### src/source/hbm_defines.svh
`ifndef HBM_DEFINES_SVH
`define HBM_DEFINES_SVH

//////////////////////////////////////////////////////////////////////
// stream widths
//////////////////////////////////////////////////////////////////////

`define HBM_PARAM_WIDTH        512  // one parameter word from host
`define HBM_BEAT_WIDTH         256  // hbm read data beat
`define HBM_LINE_WIDTH         512  // two beats side by side

//////////////////////////////////////////////////////////////////////
// buffering
//////////////////////////////////////////////////////////////////////

`define HBM_FIFO_DEPTH_BITS    6    // 64 entries per channel
`define HBM_FIFO_AFULL_MARGIN  8    // free slots left at almost-full

// b data is 4 bytes per sample
`define HBM_B_LEN_SHIFT        2

`endif

### src/source/hbm_pkg.sv
`include "hbm_defines.svh"

package hbm_pkg;

    //////////////////////////////////////////////////////////////////////
    // parameter word, msb first
    //////////////////////////////////////////////////////////////////////

    typedef struct packed {
        logic [31:0] spare;              // 511:480, unused
        logic [31:0] channel_choice;     // 479:448
        logic [31:0] array_length;       // 447:416
        logic [31:0] data_a_length;      // 415:384
        logic [31:0] number_of_bits;     // 383:352
        logic [31:0] number_of_samples;  // 351:320
        logic [31:0] dimension;          // 319:288
        logic [31:0] number_of_epochs;   // 287:256
        logic [31:0] step_size;          // 255:224
        logic [31:0] mini_batch_size;    // 223:192
        logic [63:0] addr_model;         // 191:128
        logic [63:0] addr_b;             // 127:64
        logic [63:0] addr_a;             // 63:0
    } hbm_param_fields_t;

    // same 512 bits, seen raw or split into fields
    typedef union packed {
        logic [`HBM_PARAM_WIDTH-1:0] raw;
        hbm_param_fields_t           fields;
    } hbm_param_word_u;

    //////////////////////////////////////////////////////////////////////
    // latched run settings
    //////////////////////////////////////////////////////////////////////

    typedef struct packed {
        logic [63:0] addr_model;
        logic [31:0] mini_batch_size;
        logic [31:0] step_size;
        logic [31:0] number_of_epochs;
        logic [31:0] dimension;
        logic [31:0] number_of_samples;
        logic [31:0] number_of_bits;
        logic [31:0] data_b_length;      // derived, samples * 4
    } hbm_run_cfg_t;

    // one beat off an hbm read data channel
    typedef struct packed {
        logic [`HBM_BEAT_WIDTH-1:0] data;
        logic                       last;
    } hbm_rd_beat_t;

    typedef logic [`HBM_LINE_WIDTH-1:0] hbm_line_t;  // ch1 high, ch0 low

endpackage

### src/source/hbm_read_dispatch.sv
`timescale 1ns/1ns
`include "hbm_defines.svh"

module hbm_read_dispatch
    import hbm_pkg::*;
(
    input  logic                       hbm_clk,
    input  logic                       hbm_rstn,

    // run control
    input  logic                       start_i,
    input  logic [31:0]                beats_per_ch_i,

    // hbm read data channel
    input  logic                       rd_valid_i,
    input  hbm_rd_beat_t               rd_beat_i,
    output logic                       rd_ready_o,

    // towards the channel fifo
    input  logic                       fifo_afull_i,
    output logic                       fifo_we_o,
    output logic [`HBM_BEAT_WIDTH-1:0] fifo_din_o
);

    logic        active;    // inside a run, beats still owed
    logic [31:0] beat_cnt;  // beats taken this run
    logic        accept;

    //////////////////////////////////////////////////////////////////////
    // acceptance
    //////////////////////////////////////////////////////////////////////

    // hold off while the fifo is nearly full
    assign rd_ready_o = active & ~fifo_afull_i;
    assign accept     = rd_valid_i & rd_ready_o;

    always_ff @(posedge hbm_clk) begin
        if (!hbm_rstn) begin
            active   <= 1'b0;
            beat_cnt <= 32'd0;
        end else if (start_i) begin
            // zero length run never opens
            active   <= (beats_per_ch_i != 32'd0);
            beat_cnt <= 32'd0;
        end else if (accept) begin
            beat_cnt <= beat_cnt + 32'd1;
            if (beat_cnt + 32'd1 == beats_per_ch_i) begin
                active <= 1'b0;  // limit reached
            end
        end
    end

    //////////////////////////////////////////////////////////////////////
    // one register stage before the fifo
    //////////////////////////////////////////////////////////////////////

    always_ff @(posedge hbm_clk) begin
        if (!hbm_rstn) begin
            fifo_we_o <= 1'b0;
        end else begin
            fifo_we_o <= accept;
        end
    end

    always_ff @(posedge hbm_clk) begin
        if (accept) begin
            fifo_din_o <= rd_beat_i.data;  // last flag not kept, count ends the run
        end
    end

    // at most two beats in flight past a rising almost-full,
    // well inside the fifo margin

endmodule

### config.mk
export PLATFORM = sky130hd
export DESIGN_NAME = hbm_read_dispatch
export DESIGN_NICKNAME = d
export VERILOG_FILES = /design/src/source/hbm_pkg.sv /design/src/source/hbm_read_dispatch.sv
export VERILOG_INCLUDE_DIRS = /design/src /design/src/source
export SDC_FILE = /design/constraint.sdc
export NUM_CORES = 1
export LEC_CHECK = 0
export ABC_AREA = 1
export BUFFER_PORTS_ARGS = -buffer_cell sky130_fd_sc_hd__buf_4
export CORE_AREA = 2 2 213 215
export CTS_BUF_LIST = sky130_fd_sc_hd__clkbuf_8
export DETAILED_ROUTE_END_ITERATION = 16
export DIE_AREA = 0 0 215 217
export SLEW_MARGIN = 5
export SYNTH_ARGS = -nofsm -noshare
export SYNTH_HDL_FRONTEND = slang
export SYNTH_SLANG_ARGS = --single-unit
### constraint.sdc
create_clock -name hbm_clk -period 21.8 [get_ports hbm_clk]
set_input_delay 5.45 -clock hbm_clk [delete_from_list [all_inputs] [get_ports hbm_clk]]
set_output_delay 5.45 -clock hbm_clk [all_outputs]
set_load 0.03 [all_outputs]
==> metrics.cfg <==
[run_status]
status=completed

[timing]
post-route-min-period_ps=11380
tns_ps=0
period_share_pct=52.2
layout_setup_ws_ps=10420
clock_skew_ps=17.1
hold_viol_final=0
drv_slew=0
grt_setup_unrepaired=no
worst_pin_slew_ps=1080
slew_headroom_pct=28.0
setup_viol=0
max_freq_mhz=87.9

[flow_run]
cap_viol_max_count=0

[route]
wire_per_inst_um=20.4
drtIter0Drc=438
vias=8459
routed_wl_um=41700
drcViolationCount=0
drtAntennaViolNets=0
vias_per_cell=4.13
drt_pass1_iterations=4

[logic_synthesis]
synthesis.nets=1096
ys_types=26
syn_area_per_cell_um2=13.4
synth_seq_cells=290
synth_edf_count=256
synth_common_cells=edfxtp_1 (256), nand2_1 (182), inv_1 (89)
synth_top_area_share_pct=71.5
ys.warnings.count=0
yosysMostFrequentCell=edfxtp_1
ys_seq_area_share_pct=77.8
async_flop_share_pct=0
synth_top_cell_by_area=edfxtp_1
syn_area_um2=10700
ys_top_cells_by_area=edfxtp_1 (72%), nand2_1 (6.4%), dfxtp_1 (6.3%), inv_1 (3.1%), nor2_1 (2.3%)
synth_ff_type=edfxtp_1
synthCells=801

[power]
seq_power_share_pct=51.9
internal_power_mw=0.912
leakage_nw=7.01
switching_share_pct=24.0
vdd_drop_max_mv=0.0386
p_per_area_nw_per_um2=72.2
power.switching_mw=0.288
pwr-share-clk_pct=40.0
combinationalPowerShare_pct=8.2

[clocking]
clk_latency_ps=600
htree_levels=2
cts.clk_slew.worst_paths_ps=60
root_buffer=clkbuf_8
cts.repair.resized=0
cts_buffer_depth=3
cts_tree=built
cts.sinks=290
postCtsSetupRepairBufs=0
cts_buffers=51
hold_buffers=0

[min_path]
hp-class=reg2reg

[floorplan]
die-area_um2=46700
die_x_um=215
die_h_um=217
coreArea_um2=44700
initial_core_util_pct=24.0
row_count=78
ios=552

[layout]
multi_input_area_um2=2020
fin_nets=1696
syn_to_final_growth_pct=54.6
num-fill-cells=4436
ff_latch_area_um2=8370
layout-drive-gt1-share_pct=44.6

[setup_path]
start_kind=primary input
path_cells=buf_4 -> inv_1 -> nand2_1 -> inv_1 -> buf_4
worstPathRequired_ps=16350
crit_fanout=2
critPathKind=in2out
crit_path_max_incr_delay_ps=150
cp.buffers_inverters=4
arrival_ps=5930
cp-end-kind=primary output
crit_family=buffers and inverters
cpMaxStageDelayCell=buf_4

[grt]
grt_max_degree=86
grt_antenna_before_repair=6
overflow=0
grt_pass1_wl_um=56700
track_usage_pct=17.0
grt_pass1_vias=8277

[place]
place_congestion=0.878
dp_hpwl_um=33800
numPortBuffers=550
pre_cts_ws_ps=10410

-- stage by stage --
| step | hold WS (ps) | power, mW | std cells | utilization (%) | area [µm²] |
|---|---|---|---|---|---|
| 5_1_grt | 616 | 1.25 | 2043 | 37.2 | 16600 |
| 3_3_place_gp | 545 | 0.731 | 1948 | 35.0 | 15600 |
| 2_1_floorplan | 502 | 0.671 | 801 | - | 10700 |
| 6_report | 558 | 1.20 | 2047 | 37.2 | 16600 |
| 4_1_cts | 562 | 1.22 | 2042 | 37.1 | 16600 |
| 3_5_place_dp | 550 | 0.733 | 1948 | 35.0 | 15600 |
-- registers in the layout, indices dropped and copies added, names as in the netlist --
name        cells
active          1
fifo_we_o       1
beat_cnt       32
fifo_din_o    256
-- final timing paths --
kind / start / endpoint / slack, ps / depth (start not counted)
worst max-delay path: fifo_afull_i / rd_ready_o / 10420 / 5
worst max register to register: active$_SDFFE_PN0P_ / beat_cnt[29]$_SDFFE_PP0P_ / 19270 / 7
worst min register to register: active$_SDFFE_PN0P_ / active$_SDFFE_PN0P_ / 560 / 4
worst min-delay path: active$_SDFFE_PN0P_ / active$_SDFFE_PN0P_ / 560 / 4
-- cell families (layout without fill, tap and decap cells) --
group	Yosys count	in the layout	share of synthesized area [%]
fa+ha+maj	1	1	0.116
compound gates	65	65	3.28
xor+xnor	9	9	1.25
other cells	0	5	0
buf+inv	98	739	3.42
flops	290	290	77.8
simple gates	338	338	14.1
-- layer usage --
| layer | vias to the layer above | wire, µm | GRT usage [%] |
|---|---|---|---|
| met3 | 56 | 3630 | 6.33 |
| met1 | 4062 | 15200 | 18.5 |
| li1 | 3995 | - | - |
| met5 | - | 18 | 0 |
| met4 | 4 | 980 | 4.23 |
| met2 | 342 | 21900 | 31.0 |
-- final cells by class --
class,instances,share of cell area (%)
tap,600,4.52
sequential,290,50.4
timing repair buffer,555,25.1
clock inverter,43,1.55
multi-input combinational,413,12.2
clock buffer,51,4.22
inverter,90,2.03
antenna,5,0.0753
-- power by group through the flow --
stage,Clock (mW),Combinational (mW),Sequential (mW)
after floorplan,0,0.0144,0.657
after global placement,0,0.0973,0.634
after detailed placement,0,0.0987,0.634
after CTS,0.498,0.0989,0.623
after global routing,0.524,0.104,0.623
final,0.480,0.0979,0.623
-- worst register-to-register path, cell delays in order (launching register included) --
cell and delay [ps]:
dfxtp_1 350, nand2_1 120, nor2_4 160, buf_4 510, buf_4 880, nand3_1 230
o211ai_1 120, inv_1 60
-- cell usage in the layout (no fill, tap or decap), types with 8 or more instances in the layout --
cell and count:
nor2_4 8, nand3_1 48, nor4_1 8, edfxtp_1 256, nand3b_1 11, dfxtp_1 34
buf_4 555, clkbuf_8 51, nor2_1 65, clkinv_1 15, o21ai_0 29, clkinv_2 9
nand2_1 182, a21oi_1 24, inv_1 100, o211ai_1 8
No activity file was read; power rests on OpenSTA's default activity.
