File: src/source/hbm_defines.svh
`ifndef HBM_DEFINES_SVH
`define HBM_DEFINES_SVH

//////////////////////////////////////////////////////////////////////
// stream widths
//////////////////////////////////////////////////////////////////////

`define HBM_PARAM_WIDTH        512  // one parameter word from host
`define HBM_BEAT_WIDTH         256  // hbm read data beat
`define HBM_LINE_WIDTH         512  // two beats side by side

//////////////////////////////////////////////////////////////////////
// buffering
//////////////////////////////////////////////////////////////////////

`define HBM_FIFO_DEPTH_BITS    6    // 64 entries per channel
`define HBM_FIFO_AFULL_MARGIN  8    // free slots left at almost-full

// b data is 4 bytes per sample
`define HBM_B_LEN_SHIFT        2

`endif

File: src/source/hbm_pkg.sv
`include "hbm_defines.svh"

package hbm_pkg;

    //////////////////////////////////////////////////////////////////////
    // parameter word, msb first
    //////////////////////////////////////////////////////////////////////

    typedef struct packed {
        logic [31:0] spare;              // 511:480, unused
        logic [31:0] channel_choice;     // 479:448
        logic [31:0] array_length;       // 447:416
        logic [31:0] data_a_length;      // 415:384
        logic [31:0] number_of_bits;     // 383:352
        logic [31:0] number_of_samples;  // 351:320
        logic [31:0] dimension;          // 319:288
        logic [31:0] number_of_epochs;   // 287:256
        logic [31:0] step_size;          // 255:224
        logic [31:0] mini_batch_size;    // 223:192
        logic [63:0] addr_model;         // 191:128
        logic [63:0] addr_b;             // 127:64
        logic [63:0] addr_a;             // 63:0
    } hbm_param_fields_t;

    // same 512 bits, seen raw or split into fields
    typedef union packed {
        logic [`HBM_PARAM_WIDTH-1:0] raw;
        hbm_param_fields_t           fields;
    } hbm_param_word_u;

    //////////////////////////////////////////////////////////////////////
    // latched run settings
    //////////////////////////////////////////////////////////////////////

    typedef struct packed {
        logic [63:0] addr_model;
        logic [31:0] mini_batch_size;
        logic [31:0] step_size;
        logic [31:0] number_of_epochs;
        logic [31:0] dimension;
        logic [31:0] number_of_samples;
        logic [31:0] number_of_bits;
        logic [31:0] data_b_length;      // derived, samples * 4
    } hbm_run_cfg_t;

    // one beat off an hbm read data channel
    typedef struct packed {
        logic [`HBM_BEAT_WIDTH-1:0] data;
        logic                       last;
    } hbm_rd_beat_t;

    typedef logic [`HBM_LINE_WIDTH-1:0] hbm_line_t;  // ch1 high, ch0 low

endpackage

File: src/source/bank_pair_merge.sv
`timescale 1ns/1ns
`include "hbm_defines.svh"

module bank_pair_merge
    import hbm_pkg::*;
(
    input  logic                            hbm_clk,
    input  logic                            hbm_rstn,

    input  logic                            start_i,
    input  logic [31:0]                     beats_per_ch_i,

    // both channel fifos
    input  logic [1:0]                      fifo_empty_i,
    input  logic [1:0]                      fifo_valid_i,
    input  logic [1:0][`HBM_BEAT_WIDTH-1:0] fifo_dout_i,
    output logic [1:0]                      fifo_re_o,

    // merged output, almost-full flow control
    input  logic                            line_afull_i,
    output logic                            line_valid_o,
    output hbm_line_t                       line_o,
    output logic                            done_o
);

    logic                            re_q;        // joint read strobe
    logic                            stage_valid;
    logic [1:0][`HBM_BEAT_WIDTH-1:0] stage_data;
    logic                            run_active;  // waiting on lines
    logic [31:0]                     line_cnt;

    assign fifo_re_o = {re_q, re_q};  // fifos always move together

    //////////////////////////////////////////////////////////////////////
    // read issue, one in flight so empty is never stale
    //////////////////////////////////////////////////////////////////////

    always_ff @(posedge hbm_clk) begin
        if (!hbm_rstn) begin
            re_q <= 1'b0;
        end else begin
            re_q <= ~fifo_empty_i[0] & ~fifo_empty_i[1] & ~line_afull_i & ~re_q;
        end
    end

    // fifo out -> stage -> line, two edges
    always_ff @(posedge hbm_clk) begin
        if (!hbm_rstn) begin
            stage_valid  <= 1'b0;
            line_valid_o <= 1'b0;
        end else begin
            stage_valid  <= &fifo_valid_i;
            line_valid_o <= stage_valid;
        end
    end

    always_ff @(posedge hbm_clk) begin
        stage_data <= fifo_dout_i;
        line_o     <= {stage_data[1], stage_data[0]};  // ch1 on top
    end

    //////////////////////////////////////////////////////////////////////
    // line count and done
    //////////////////////////////////////////////////////////////////////

    always_ff @(posedge hbm_clk) begin
        if (!hbm_rstn) begin
            run_active <= 1'b0;
            line_cnt   <= 32'd0;
            done_o     <= 1'b0;
        end else if (start_i) begin
            run_active <= (beats_per_ch_i != 32'd0);
            line_cnt   <= 32'd0;
            done_o     <= 1'b0;
        end else begin
            done_o <= 1'b0;  // pulse
            if (line_valid_o && run_active) begin
                line_cnt <= line_cnt + 32'd1;
                if (line_cnt + 32'd1 == beats_per_ch_i) begin
                    done_o     <= 1'b1;
                    run_active <= 1'b0;
                end
            end
        end
    end

endmodule

File: config.mk
export PLATFORM = sky130hd
export DESIGN_NAME = bank_pair_merge
export DESIGN_NICKNAME = d
export VERILOG_FILES = /design/src/source/hbm_pkg.sv /design/src/source/bank_pair_merge.sv
export VERILOG_INCLUDE_DIRS = /design/src /design/src/source
export SDC_FILE = /design/constraint.sdc
export NUM_CORES = 1
export LEC_CHECK = 0
export ABC_AREA = 1
export BUFFER_PORTS_ARGS = -buffer_cell sky130_fd_sc_hd__buf_4
export CAP_MARGIN = 20
export CORE_AREA = 2 2 417 419
export CTS_CLUSTER_SIZE = 40
export DETAILED_ROUTE_END_ITERATION = 10
export DIE_AREA = 0 0 419 421
export PLACE_DENSITY_LB_ADDON = 0.05
export SYNTH_ARGS = -nofsm -noshare
export SYNTH_HDL_FRONTEND = slang
export SYNTH_SLANG_ARGS = --single-unit
export TNS_END_PERCENT = 20
File: constraint.sdc
create_clock -name hbm_clk -period 3.05 [get_ports hbm_clk]
set_input_delay 0.305 -clock hbm_clk [delete_from_list [all_inputs] [get_ports hbm_clk]]
set_output_delay 0.305 -clock hbm_clk [all_outputs]
set_load 0.02 [all_outputs]
==> metrics <==
type of origin of the critical path flop; flop and latch count out of synthesis 1061; skew final 0.0284 ns; share of cells above drive strength 1 38.3%; Total Routed Length 89.4 mm; Power Density 717 nW/um2; Inserted Clock Buffers 121; dpl ws 0.754 ns; Final nets 3854; synth-to-layout area growth 84.5%; CTS tree yes; total number of vias 17100; area of the multi-input gates 2190 um2; post-route setup slack 0.358 ns; Worst R2R Path Depth 15; hold slack 0.138 ns; origin of the critical flop-to-flop path line_cnt[1]; post-synthesis cell count 1595; GR Util All Layers 9.88%; drt initial violations 471; CP endpoint kind flop; Synth Flop Type dfxtp_1; Crit Path Category reg -> reg; IO buf count 1067; Worst-Margin Slew 0.682 ns; num rows 153; Root Buffer clkbuf_16; required time worst endpoint 3.70 ns; Die Area 176000 um2; Worst R2R End run_active; PostCTS Resize Cnt 0; setup tns final 0 ns; die span in x 419 um; fin crit period 2.69 ns; initial antenna violation count 25; Die Ht 421 um; CP max FO 8; Worst R2R Setup Slack 0.36 ns; fillcell total 18200; LEAKAGE 19.6 nW; data arrival time of the worst path 3.34 ns; Initial Util 13.8%; wire per inst 15.6 um; largest net degree at the start of global routing 43; Final Hold Viols 0; first-pass GRT wire length 125 mm; number of synthesized flops with an enable pin 0; IO Count 1068; placer congestion estimate 0.742; VDD IR-drop max 0.436 mV; highest clock rate 372 MHz; clock sink total 1061; Via-to-Cell Ratio 2.98; final critical-path share of the clock period 88.3%; outcome finished clean; register area 21200 um2; Max clock buf depth 3; Syn Std Cell Area 23800 um2; Skew-Pair Late Insertion Delay 0.76 ns; Crit. Startpoint line_cnt[1]; clk slew on worst S/H paths 0.07 ns; register area share after synthesis 89.1%; Core Box Area 172000 um2; syn avg cell area 14.9 um2; final setup vio count 0; HPWL after DPL 70.1 mm; Synth Net Count 2148; # H-tree levels 3; Setup crit end run_active; overall power 0.0315 W; RSZ-0062 raised after global routing no; Final ANT Viol Nets 0; grt ovf 0; post-synth cell types 31; DR pass1 iterations 6; DRC Markers 0; max_cap viols 0; Yosys warnings 0; most frequent cells in the layout buf_4 (1070), dfxtp_1 (1061), dlygate4sd3_1 (524); Slew HR 54.5%; Final Max Slew Viols 0; FFs w/ async S/R, synth 0%; number of global-route vias before repair 18200; commonest non-fill, non-tap cell in the layout buf_4; HP Class in -> reg
per-layer routing:
metal | GRT usage, % | wire (um) | vias to the layer above
li1 | - | - | 8456
met1 | 8.71 | 28700 | 7844
met2 | 19.0 | 49400 | 616
met3 | 4.20 | 7830 | 175
met4 | 4.56 | 3340 | 10
met5 | 0 | 69 | -
cells in the mapped netlist, types with 8 or more instances:
master	instances	area share [%]
dfxtp_1	1061	89
nand2_1	172	2.7
o211ai_1	13	0.41
nand2_2	14	0.37
nand4_1	10	0.26
o21ai_0	20	0.42
clkbuf_1	9	0.14
a21oi_1	18	0.38
nor4_1	8	0.21
nand3b_1	8	0.25
inv_1	94	1.5
nand3_1	73	1.5
nor2_1	49	0.77
nor2_2	12	0.31
stage by stage:
stage | cell area (um2) | util [%] | instances
after floorplan | 23800 | - | 1595
after global placement | 34700 | 20.1 | 4979
after detailed placement | 34700 | 20.1 | 4979
after CTS | 43900 | 25.5 | 5720
after global routing | 44000 | 25.5 | 5732
final | 44000 | 25.5 | 5733
cell families after synthesis:
logic type | Yosys count | share of synthesized area [%]
buf+inv | 107 | 1.72
flops | 1061 | 89.1
simple gates | 365 | 7.39
fa+ha+maj | 1 | 0.0525
compound gates | 54 | 1.36
xor+xnor | 7 | 0.378
how the worst min path moves through the flow:
stage | start | endpoint | slack, ns | cells after the start
final | beats_per_ch_i[31] | done_o | 0.14 | 7
after global routing | beats_per_ch_i[18] | done_o | 0.10 | 8
after CTS | beats_per_ch_i[20] | done_o | 0.02 | 8
after detailed placement | stage_data[10] | line_o[10] | 0.31 | 0
after global placement | stage_data[318] | line_o[318] | 0.31 | 0
after floorplan | stage_data[0] | line_o[0] | 0.31 | 0
worst max-delay path: stages, from the launching register on:
cell and delay [ns]:
dfxtp_1 0.39, ha_1 0.23, nand2_2 0.12, nor2_8 0.21, nand3_2 0.18, inv_1 0.16, nand3_1 0.12, nand2_1 0.10
nand2_1 0.05, nand2_1 0.05, nand2_1 0.05, nor2_1 0.07, dlygate4sd3_1 0.55, nand2_1 0.07, o21bai_1 0.14, a21oi_1 0.07
final cells by class:
| cell class | count | area share, % |
|---|---|---|
| tap | 2325 | 6.61 |
| inverter | 96 | 0.819 |
| sequential | 1061 | 48.3 |
| timing repair buffer | 1594 | 30.2 |
| multi-input combinational | 427 | 4.98 |
| clock buffer | 176 | 7.98 |
| clock inverter | 41 | 1.04 |
| antenna | 13 | 0.0740 |
state kept, by name (all words and copies together), names as in the netlist:
name,flops
line_o,512
stage_data,512
line_cnt,32
done_o,1
line_valid_o,1
re_q,1
run_active,1
stage_valid,1
timing repair:
item / in CTS / in global routing
setup endpoints to repair: 0 / 0
setup buffers: 0 / 0
hold endpoints to repair: 517 / 0
hold buffers: 524 / 0
power by group:
part | internal [W] | leakage (nW) | total (W) | switching [W]
logic | 0.00133 | 8.75 | 0.00236 | 0.00102
registers | 0.0146 | 8.94 | 0.0148 | 0.000181
clock network | 0.00853 | 1.95 | 0.0144 | 0.00586
total | 0.0245 | 19.6 | 0.0315 | 0.00706
Power figures use the tool's default switching activity.
