### src/source/hbm_defines.svh
`ifndef HBM_DEFINES_SVH
`define HBM_DEFINES_SVH

//////////////////////////////////////////////////////////////////////
// stream widths
//////////////////////////////////////////////////////////////////////

`define HBM_PARAM_WIDTH        512  // one parameter word from host
`define HBM_BEAT_WIDTH         256  // hbm read data beat
`define HBM_LINE_WIDTH         512  // two beats side by side

//////////////////////////////////////////////////////////////////////
// buffering
//////////////////////////////////////////////////////////////////////

`define HBM_FIFO_DEPTH_BITS    6    // 64 entries per channel
`define HBM_FIFO_AFULL_MARGIN  8    // free slots left at almost-full

// b data is 4 bytes per sample
`define HBM_B_LEN_SHIFT        2

`endif

### src/source/hbm_pkg.sv
`include "hbm_defines.svh"

package hbm_pkg;

    //////////////////////////////////////////////////////////////////////
    // parameter word, msb first
    //////////////////////////////////////////////////////////////////////

    typedef struct packed {
        logic [31:0] spare;              // 511:480, unused
        logic [31:0] channel_choice;     // 479:448
        logic [31:0] array_length;       // 447:416
        logic [31:0] data_a_length;      // 415:384
        logic [31:0] number_of_bits;     // 383:352
        logic [31:0] number_of_samples;  // 351:320
        logic [31:0] dimension;          // 319:288
        logic [31:0] number_of_epochs;   // 287:256
        logic [31:0] step_size;          // 255:224
        logic [31:0] mini_batch_size;    // 223:192
        logic [63:0] addr_model;         // 191:128
        logic [63:0] addr_b;             // 127:64
        logic [63:0] addr_a;             // 63:0
    } hbm_param_fields_t;

    // same 512 bits, seen raw or split into fields
    typedef union packed {
        logic [`HBM_PARAM_WIDTH-1:0] raw;
        hbm_param_fields_t           fields;
    } hbm_param_word_u;

    //////////////////////////////////////////////////////////////////////
    // latched run settings
    //////////////////////////////////////////////////////////////////////

    typedef struct packed {
        logic [63:0] addr_model;
        logic [31:0] mini_batch_size;
        logic [31:0] step_size;
        logic [31:0] number_of_epochs;
        logic [31:0] dimension;
        logic [31:0] number_of_samples;
        logic [31:0] number_of_bits;
        logic [31:0] data_b_length;      // derived, samples * 4
    } hbm_run_cfg_t;

    // one beat off an hbm read data channel
    typedef struct packed {
        logic [`HBM_BEAT_WIDTH-1:0] data;
        logic                       last;
    } hbm_rd_beat_t;

    typedef logic [`HBM_LINE_WIDTH-1:0] hbm_line_t;  // ch1 high, ch0 low

endpackage

### src/source/hbm_param_loader.sv
`timescale 1ns/1ns
`include "hbm_defines.svh"

module hbm_param_loader
    import hbm_pkg::*;
(
    input  logic            hbm_clk,
    input  logic            hbm_rstn,

    input  logic            param_valid_i,
    input  hbm_param_word_u param_word_i,
    output logic            param_ready_o,

    output hbm_run_cfg_t    cfg_o,
    output logic [31:0]     beats_per_ch_o,
    output logic            start_o
);

    hbm_param_word_u word_q;   // captured word
    logic            acc_q;    // word captured last edge
    logic            accept;

    assign accept = param_valid_i & param_ready_o;

    // ready sits high once out of reset
    always_ff @(posedge hbm_clk) begin
        if (!hbm_rstn) begin
            param_ready_o <= 1'b0;
        end else begin
            param_ready_o <= 1'b1;
        end
    end

    //////////////////////////////////////////////////////////////////////
    // stage 1: capture raw word
    //////////////////////////////////////////////////////////////////////

    always_ff @(posedge hbm_clk) begin
        if (accept) begin
            word_q.raw <= param_word_i.raw;
        end
    end

    always_ff @(posedge hbm_clk) begin
        if (!hbm_rstn) begin
            acc_q   <= 1'b0;
            start_o <= 1'b0;
        end else begin
            acc_q   <= accept;
            start_o <= acc_q;  // single cycle, fields valid alongside
        end
    end

    //////////////////////////////////////////////////////////////////////
    // stage 2: decode fields, stage 3: b length follows
    //////////////////////////////////////////////////////////////////////

    always_ff @(posedge hbm_clk) begin
        if (!hbm_rstn) begin
            cfg_o          <= '0;
            beats_per_ch_o <= 32'd0;
        end else begin
            if (acc_q) begin
                cfg_o.addr_model        <= word_q.fields.addr_model;
                cfg_o.mini_batch_size   <= word_q.fields.mini_batch_size;
                cfg_o.step_size         <= word_q.fields.step_size;
                cfg_o.number_of_epochs  <= word_q.fields.number_of_epochs;
                cfg_o.dimension         <= word_q.fields.dimension;
                cfg_o.number_of_samples <= word_q.fields.number_of_samples;
                cfg_o.number_of_bits    <= word_q.fields.number_of_bits;
                beats_per_ch_o          <= word_q.fields.data_a_length >> 1; // split over 2 ch
            end
            // trails the sample count by one edge
            cfg_o.data_b_length <= cfg_o.number_of_samples << `HBM_B_LEN_SHIFT;
        end
    end

endmodule

### config.mk
export PLATFORM = sky130hd
export DESIGN_NAME = hbm_param_loader
export DESIGN_NICKNAME = d
export VERILOG_FILES = /design/src/source/hbm_pkg.sv /design/src/source/hbm_param_loader.sv
export VERILOG_INCLUDE_DIRS = /design/src /design/src/source
export SDC_FILE = /design/constraint.sdc
export NUM_CORES = 1
export LEC_CHECK = 0
export BUFFER_PORTS_ARGS = -buffer_cell sky130_fd_sc_hd__buf_4
export CAP_MARGIN = 30
export CORE_AREA = 2 2 322 324
export DETAILED_ROUTE_END_ITERATION = 8
export DIE_AREA = 0 0 324 326
export GPL_ROUTABILITY_DRIVEN = 0
export HOLD_SLACK_MARGIN = 0.05
export PLACE_DENSITY = 0.38
export SLEW_MARGIN = 0
export SYNTH_ARGS = -nofsm -noshare
export SYNTH_HDL_FRONTEND = slang
export SYNTH_SLANG_ARGS = --single-unit
### constraint.sdc
create_clock -name hbm_clk -period 23.9 [get_ports hbm_clk]
set_clock_uncertainty 0.15 [all_clocks]
set_input_delay 2.39 -clock hbm_clk [delete_from_list [all_inputs] [get_ports hbm_clk]]
set_output_delay 2.39 -clock hbm_clk [all_outputs]
set_load 0.02 [all_outputs]
==> out/summary.txt, run 1 <==
min cycle time layout: 5058 ps
Post-Place Worst Slack: 17760 ps
GRT Total Usage: 10.60%
R2R depth: 5
vias: 11888
setup_tns: 0 ps
post-synth cell types: 12
row count: 118
Hold WC Path Type: reg2reg
largest net degree at the start of global routing: 90
WP depth: 8
Critical Path RT: 24020 ps
worst reg2reg path startpoint: acc_q$_SDFF_PN0_
endpoints failing hold: 0
Slew headroom: 36.83%
Post-Synth Adder-Cell Area: 0%
initial antenna violation count: 10
critical path class: in2reg
clk_lat worst skew: 620 ps
DR iter-0 viols: 438
post-synthesis simple-gate area fraction: 9.795%
layout cell share with drive strength beyond 1: 37.23%
total power: 2.386 mW
DP HPWL: 39450 µm
Crit Path Max Fanout: 60
Cells after Synth: 1285
Die Ht: 326 µm
outcome: finished clean
I/O Pins: 837
drt first pass iters: 4
drt total wl: 58270 µm
Pleak: 10.82 nW
clk sink count: 607
final setup fails: 0
vias in the first global route: 12497
total grt overflow: 0
sequential-to-total area share from yosys stat: 73.51%
global-route wire length before repair: 83490 µm
most used cell, CP: buf_4
CP arrival: 5180 ps
Num CTS Buffers: 74
Area Growth Syn to Fin: 40.68%
DRC Markers: 0
CP max-delay cell: buf_4
achievable frequency: 197.7 MHz
Via-to-Cell Ratio: 3.538
CTS H-tree depth: 3
post-synthesis xor/xnor area fraction: 0%
VDD IR max: 0.06212 mV
hold path startpoint: cfg_o[65]$_SDFFE_PN0P_
port bufs: 608
largest family of logic cells by synthesized area: multiplexers
Max Buffers Root-to-Sink: 3
Die Area: 105600 µm²
Power Density: 82.99 nW/µm²
worst path bufs/invs: 7
CP Launch Type: input port
Final nets: 2432
biggest cell delay along the critical path: 560 ps
crit-path cells: buf_4, and2_4, buf_16, buf_4, buf_16, buf_4, buf_4, buf_16
final period utilization: 21.16%
critical path's top delay family: buffers and inverters
Initial Util: 19.92%
Crit. Startpoint: param_valid_i
Root Driver: clkbuf_16
final worst slack: 18840 ps
final slew viol count: 0
multiplexer share of the synthesized area: 14.06%
Max Cap Viol: 0
CTS tree: yes
mapped cell area: 20440 µm²
compound-cell area share of the yosys netlist: 0%
postcts setup bufs: 0
#FFs+latches synth: 607
wire per inst: 17.34 µm
Placeable Area: 102600 µm²
total of fill cells in the finished design: 10527
Yosys Warn Count: 0
post-cts sizing count: 0
Hold Path Depth: 1
Worst-Margin Slew: 947.6 ps
Antenna Nets Post-Route: 0
average size of a mapped cell: 15.91 µm²
CTS Hold Bufs: 0
Worst setup EP type: flip-flop
Reg clk slew, reported paths: 60 ps
RSZ-0062 raised after global routing: false
die width: 324 µm
-- area by class of cell --
cell class	count	area [µm²]	share of cell area, %
well taps	1380	1727	6.005
multi-input cells	610	4888	17.00
repair buffers	624	4771	16.59
flip-flops and latches	607	15030	52.27
clock inverters	34	292.8	1.018
diodes	3	7.507	0.02611
clock buffers	102	2038	7.089
-- layer usage --
layer  up-vias  wire [µm]  track usage [%]
li1       5738          -                -
met1      5636      22290            11.51
met2       421      28200            17.65
met3        83       6559            5.396
met4        10       1139            3.794
met5         -         76                0
-- placed cells by master (no fill, tap or decap) --
cell type and n:
buf_4 619, conb_1 3, inv_6 6, dfxtp_4 1, clkinv_8 2, clkinvlp_4 3, clkinv_2 14, bufinv_16 3
mux2i_1 287, and2_1 31, diode_2 3, clkinv_1 5, and3_1 1, edfxtp_1 287, clkbuf_16 75, buf_16 4
clkbuf_8 7, and2_4 1, clkbuf_1 21, dfxtp_1 319, nor2b_1 287, inv_4 1
-- Yosys cell counts --
master / count / area share (%)
buf_2: 2 / 0.049
and2_1: 32 / 0.98
edfxtp_1: 287 / 42
buf_4: 10 / 0.37
buf_6: 13 / 0.72
dfxtp_1: 320 / 31
nor2b_1: 287 / 8.8
mux2i_1: 287 / 14
clkbuf_1: 33 / 0.61
buf_8: 12 / 0.88
conb_1: 1 / 0.018
and3_1: 1 / 0.031
-- state kept, by name, indices dropped and copies added (netlist names) --
register and cells:
acc_q 1, beats_per_ch_o 31, cfg_o 286, param_ready_o 1, start_o 1, word_q 287
-- final timing paths --
check	end	slack [ps]
worst min-delay path	cfg_o[3]$_SDFF_PN0_	330
worst max-delay path	word_q[226]$_DFFE_PP_	18840
worst max register to register	cfg_o[42]$_SDFFE_PN0P_	19760
worst min register to register	cfg_o[3]$_SDFF_PN0_	330
-- power breakdown --
part           internal (mW)  switching, mW  total (mW)
registers               1.13         0.0169        1.15
clock network          0.633          0.449        1.08
logic                 0.0794         0.0768       0.156
-- worst register-to-register path, cell delays in order (launching register included) --
cell	delay, ps
dfxtp_4	970
buf_4	820
buf_4	840
buf_4	890
mux2i_1	320
nor2b_1	60
-- logic make-up (layout without fill, tap and decap cells) --
| group | after synthesis | count (layout) |
|---|---|---|
| flip-flops | 607 | 607 |
| AND/OR/NAND/NOR | 320 | 320 |
| multiplexers | 287 | 287 |
| buffers and inverters | 70 | 760 |
| other | 1 | 6 |
-- through the flow --
step                cell area (µm²)  util [%]  hold WS [ps]  instances
floorplan                     20450         -         328.6       1287
global placement              26300     25.63         323.6       3217
detailed placement            26390     25.72         322.8       3220
CTS                           28720     27.99         336.2       3356
global route                  28750     28.02         352.0       3359
finish                        28750     28.02         329.0       3360
Power figures use the tool's default switching activity.
==> run 2, diff against run 1 <==
--- a/config.mk
+++ b/config.mk
@@ -6,14 +6,15 @@
 export SDC_FILE = /design/constraint.sdc
 export NUM_CORES = 1
 export LEC_CHECK = 0
+export ABC_AREA = 1
 export BUFFER_PORTS_ARGS = -buffer_cell sky130_fd_sc_hd__buf_4
 export CAP_MARGIN = 30
-export CORE_AREA = 2 2 322 324
+export CORE_AREA = 2 2 321 323
 export DETAILED_ROUTE_END_ITERATION = 8
-export DIE_AREA = 0 0 324 326
+export DIE_AREA = 0 0 323 325
 export GPL_ROUTABILITY_DRIVEN = 0
 export HOLD_SLACK_MARGIN = 0.05
-export PLACE_DENSITY = 0.38
+export PLACE_DENSITY = 0.39
 export SLEW_MARGIN = 0
 export SYNTH_ARGS = -nofsm -noshare
 export SYNTH_HDL_FRONTEND = slang
==> constraint.sdc (replaced) <==
create_clock -name hbm_clk -period 4.7 [get_ports hbm_clk]
set_clock_uncertainty 0.15 [all_clocks]
set_input_delay 0.47 -clock hbm_clk [delete_from_list [all_inputs] [get_ports hbm_clk]]
set_output_delay 0.47 -clock hbm_clk [all_outputs]
set_load 0.02 [all_outputs]
==> out/summary.txt, run 2 <==
outcome: finished clean
CTS H-tree depth: 3
initial antenna violation count: 7
largest net degree at the start of global routing: 115
Post-synth EDFFs: 287
CP Launch Type: input port
CP arrival: 2430 ps
most used cell, CP: buf_4
Worst setup EP type: flip-flop
total grt overflow: 0
achievable frequency: 429.3 MHz
flip-flop count of the largest register after layout: 287
vias in the first global route: 15752
top post-synthesis cells by count: 636 x nand2_1, 515 x nor2_1, 350 x inv_1
Num CTS Buffers: 77
biggest regs: word_q: 287 flops, cfg_o: 286 flops, beats_per_ch_o: 31 flops
layout cell share with drive strength beyond 1: 23.46%
Cells after Synth: 2208
most frequent cell after synthesis: nand2_1
Hold WC Path Type: reg2reg
final slew viol count: 0
mapped cell area: 21200 µm²
total power: 13.01 mW
Reg clk slew, reported paths: 60 ps
Worst-Margin Slew: 892.0 ps
Crit Path Max Fanout: 35
vias: 16176
Hold Slack: 294.3 ps
area leader, netlist: edfxtp_1
final setup fails: 0
Die Ht: 325 µm
Critical Path RT: 4800 ps
port bufs: 608
sequential-to-total area share from yosys stat: 70.88%
placed instance count: 4107
top cells by area, synth: edfxtp_1 41%, dfxtp_1 30%, nand2_1 11%
CTS Hold Bufs: 289
CP max-delay cell: buf_4
Antenna Nets Post-Route: 0
drt total wl: 64950 µm
critical path's top delay family: buffers and inverters
Power Density: 399.0 nW/µm²
crit-path cells: dlygate4sd3_1, buf_4, nand2_8, clkinvlp_4, buf_4, buf_4
top-area cell type share of the netlist area: 40.66%
clk_lat worst skew: 620 ps
endpoints failing hold: 0
Largest Register: word_q
commonest non-fill, non-tap cell in the layout: nand2_1
Finished Layout Cells: 4542
row count: 117
biggest cell delay along the critical path: 560 ps
wire per inst: 14.30 µm
Yosys Warn Count: 0
Pleak: 15.23 nW
Hold Path Depth: 2
Max Cap Viol: 0
drt first pass iters: 4
top_reg_cell synth: dfxtp_1
worst r2r dst: word_q[292]$_DFFE_PP_
ys async rst share: 0%
Area Growth Syn to Fin: 53.78%
DRC Markers: 0
Worst Hold End: cfg_o[9]$_SDFF_PN0_
Die Area: 105000 µm²
global-route wire length before repair: 97010 µm
DP HPWL: 43250 µm
post-synth cell types: 10
Post-Place Worst Slack: 2266 ps
RSZ-0062 raised after global routing: false
Root Driver: clkbuf_16
I/O Pins: 837
Max Buffers Root-to-Sink: 3
final period utilization: 49.56%
Placeable Area: 101300 µm²
DR iter-0 viols: 682
#FFs+latches synth: 607
Slew headroom: 40.53%
postcts setup bufs: 0
Initial Util: 20.93%
worst reg2reg setup slack: 2480 ps
worst reg2reg path startpoint: param_ready_o$_DFF_P_
worst path bufs/invs: 5
post-cts sizing count: 0
critical path class: in2reg
Via-to-Cell Ratio: 3.561
VDD IR max: 0.2279 mV
Final nets: 3622
final worst slack: 2371 ps
CTS tree: yes
hold path startpoint: cfg_o[71]$_SDFFE_PN0P_
die width: 323 µm
average size of a mapped cell: 9.600 µm²
GRT Total Usage: 12.12%
R2R depth: 4
min cycle time layout: 2329 ps
commonest non-fill, non-tap cells in the layout: 635 x nand2_1, 620 x buf_4, 515 x nor2_1
clk sink count: 607
==> run 2: logic make-up after synthesis <==
kind of cell | synth area share, %
DFF | 70.88
other | 0.01769
and+or+nand+nor | 20.38
buffers and inverters | 8.724
==> run 2: worst max-delay path by stage <==
stage / start / endpoint / depth (start not counted)
6_report: param_valid_i / word_q[292]$_DFFE_PP_ / 6
5_1_grt: param_valid_i / word_q[292]$_DFFE_PP_ / 6
4_1_cts: param_valid_i / word_q[293]$_DFFE_PP_ / 6
3_5_place_dp: param_valid_i / word_q[248]$_DFFE_PP_ / 5
3_3_place_gp: param_valid_i / word_q[248]$_DFFE_PP_ / 5
2_1_floorplan: param_valid_i / word_q[128]$_DFFE_PP_ / 2
==> run 2: worst register-to-register path, delay by kind of cell (launching register included) <==
family / cells / cell delay (ps)
buffers and inverters: 3 / 1200
flip-flops: 1 / 420
AND/OR/NAND/NOR: 1 / 70
==> run 2: metal layers <==
| metal | wire length, µm | up-vias | global-route usage [%] |
|---|---|---|---|
| met3 | 5483 | 99 | 4.458 |
| met5 | 54 | - | 0 |
| li1 | - | 8396 | - |
| met1 | 26150 | 7272 | 13.66 |
| met2 | 31670 | 401 | 20.81 |
| met4 | 1587 | 8 | 4.368 |
==> run 2: per-stage QoR <==
| stage | setup TNS [ps] | cell area, µm² | utilization (%) |
|---|---|---|---|
| 2_1_floorplan | -188650 | 21230 | - |
| 3_3_place_gp | 0 | 27210 | 26.87 |
| 5_1_grt | 0 | 32600 | 32.18 |
| 6_report | 0 | 32600 | 32.18 |
| 4_1_cts | 0 | 32590 | 32.17 |
| 3_5_place_dp | 0 | 27210 | 26.87 |
==> run 2: where the power goes <==
| part | internal [mW] | switching (mW) | leakage (nW) |
|---|---|---|---|
| clock | 3.49 | 2.36 | 1.21 |
| sequential | 5.80 | 0.101 | 5.31 |
| combinational | 0.607 | 0.650 | 8.71 |
==> run 2: area by class of cell <==
class | instances | area, µm²
Multi-Input combinational cell | 1154 | 4348
Clock inverter | 33 | 321.6
Antenna cell | 3 | 7.507
Inverter | 350 | 1318
Timing Repair Buffer | 917 | 7702
Tap cell | 1368 | 1712
Clock buffer | 110 | 2162
Fill cell | 10714 | 68700
Sequential cell | 607 | 15030
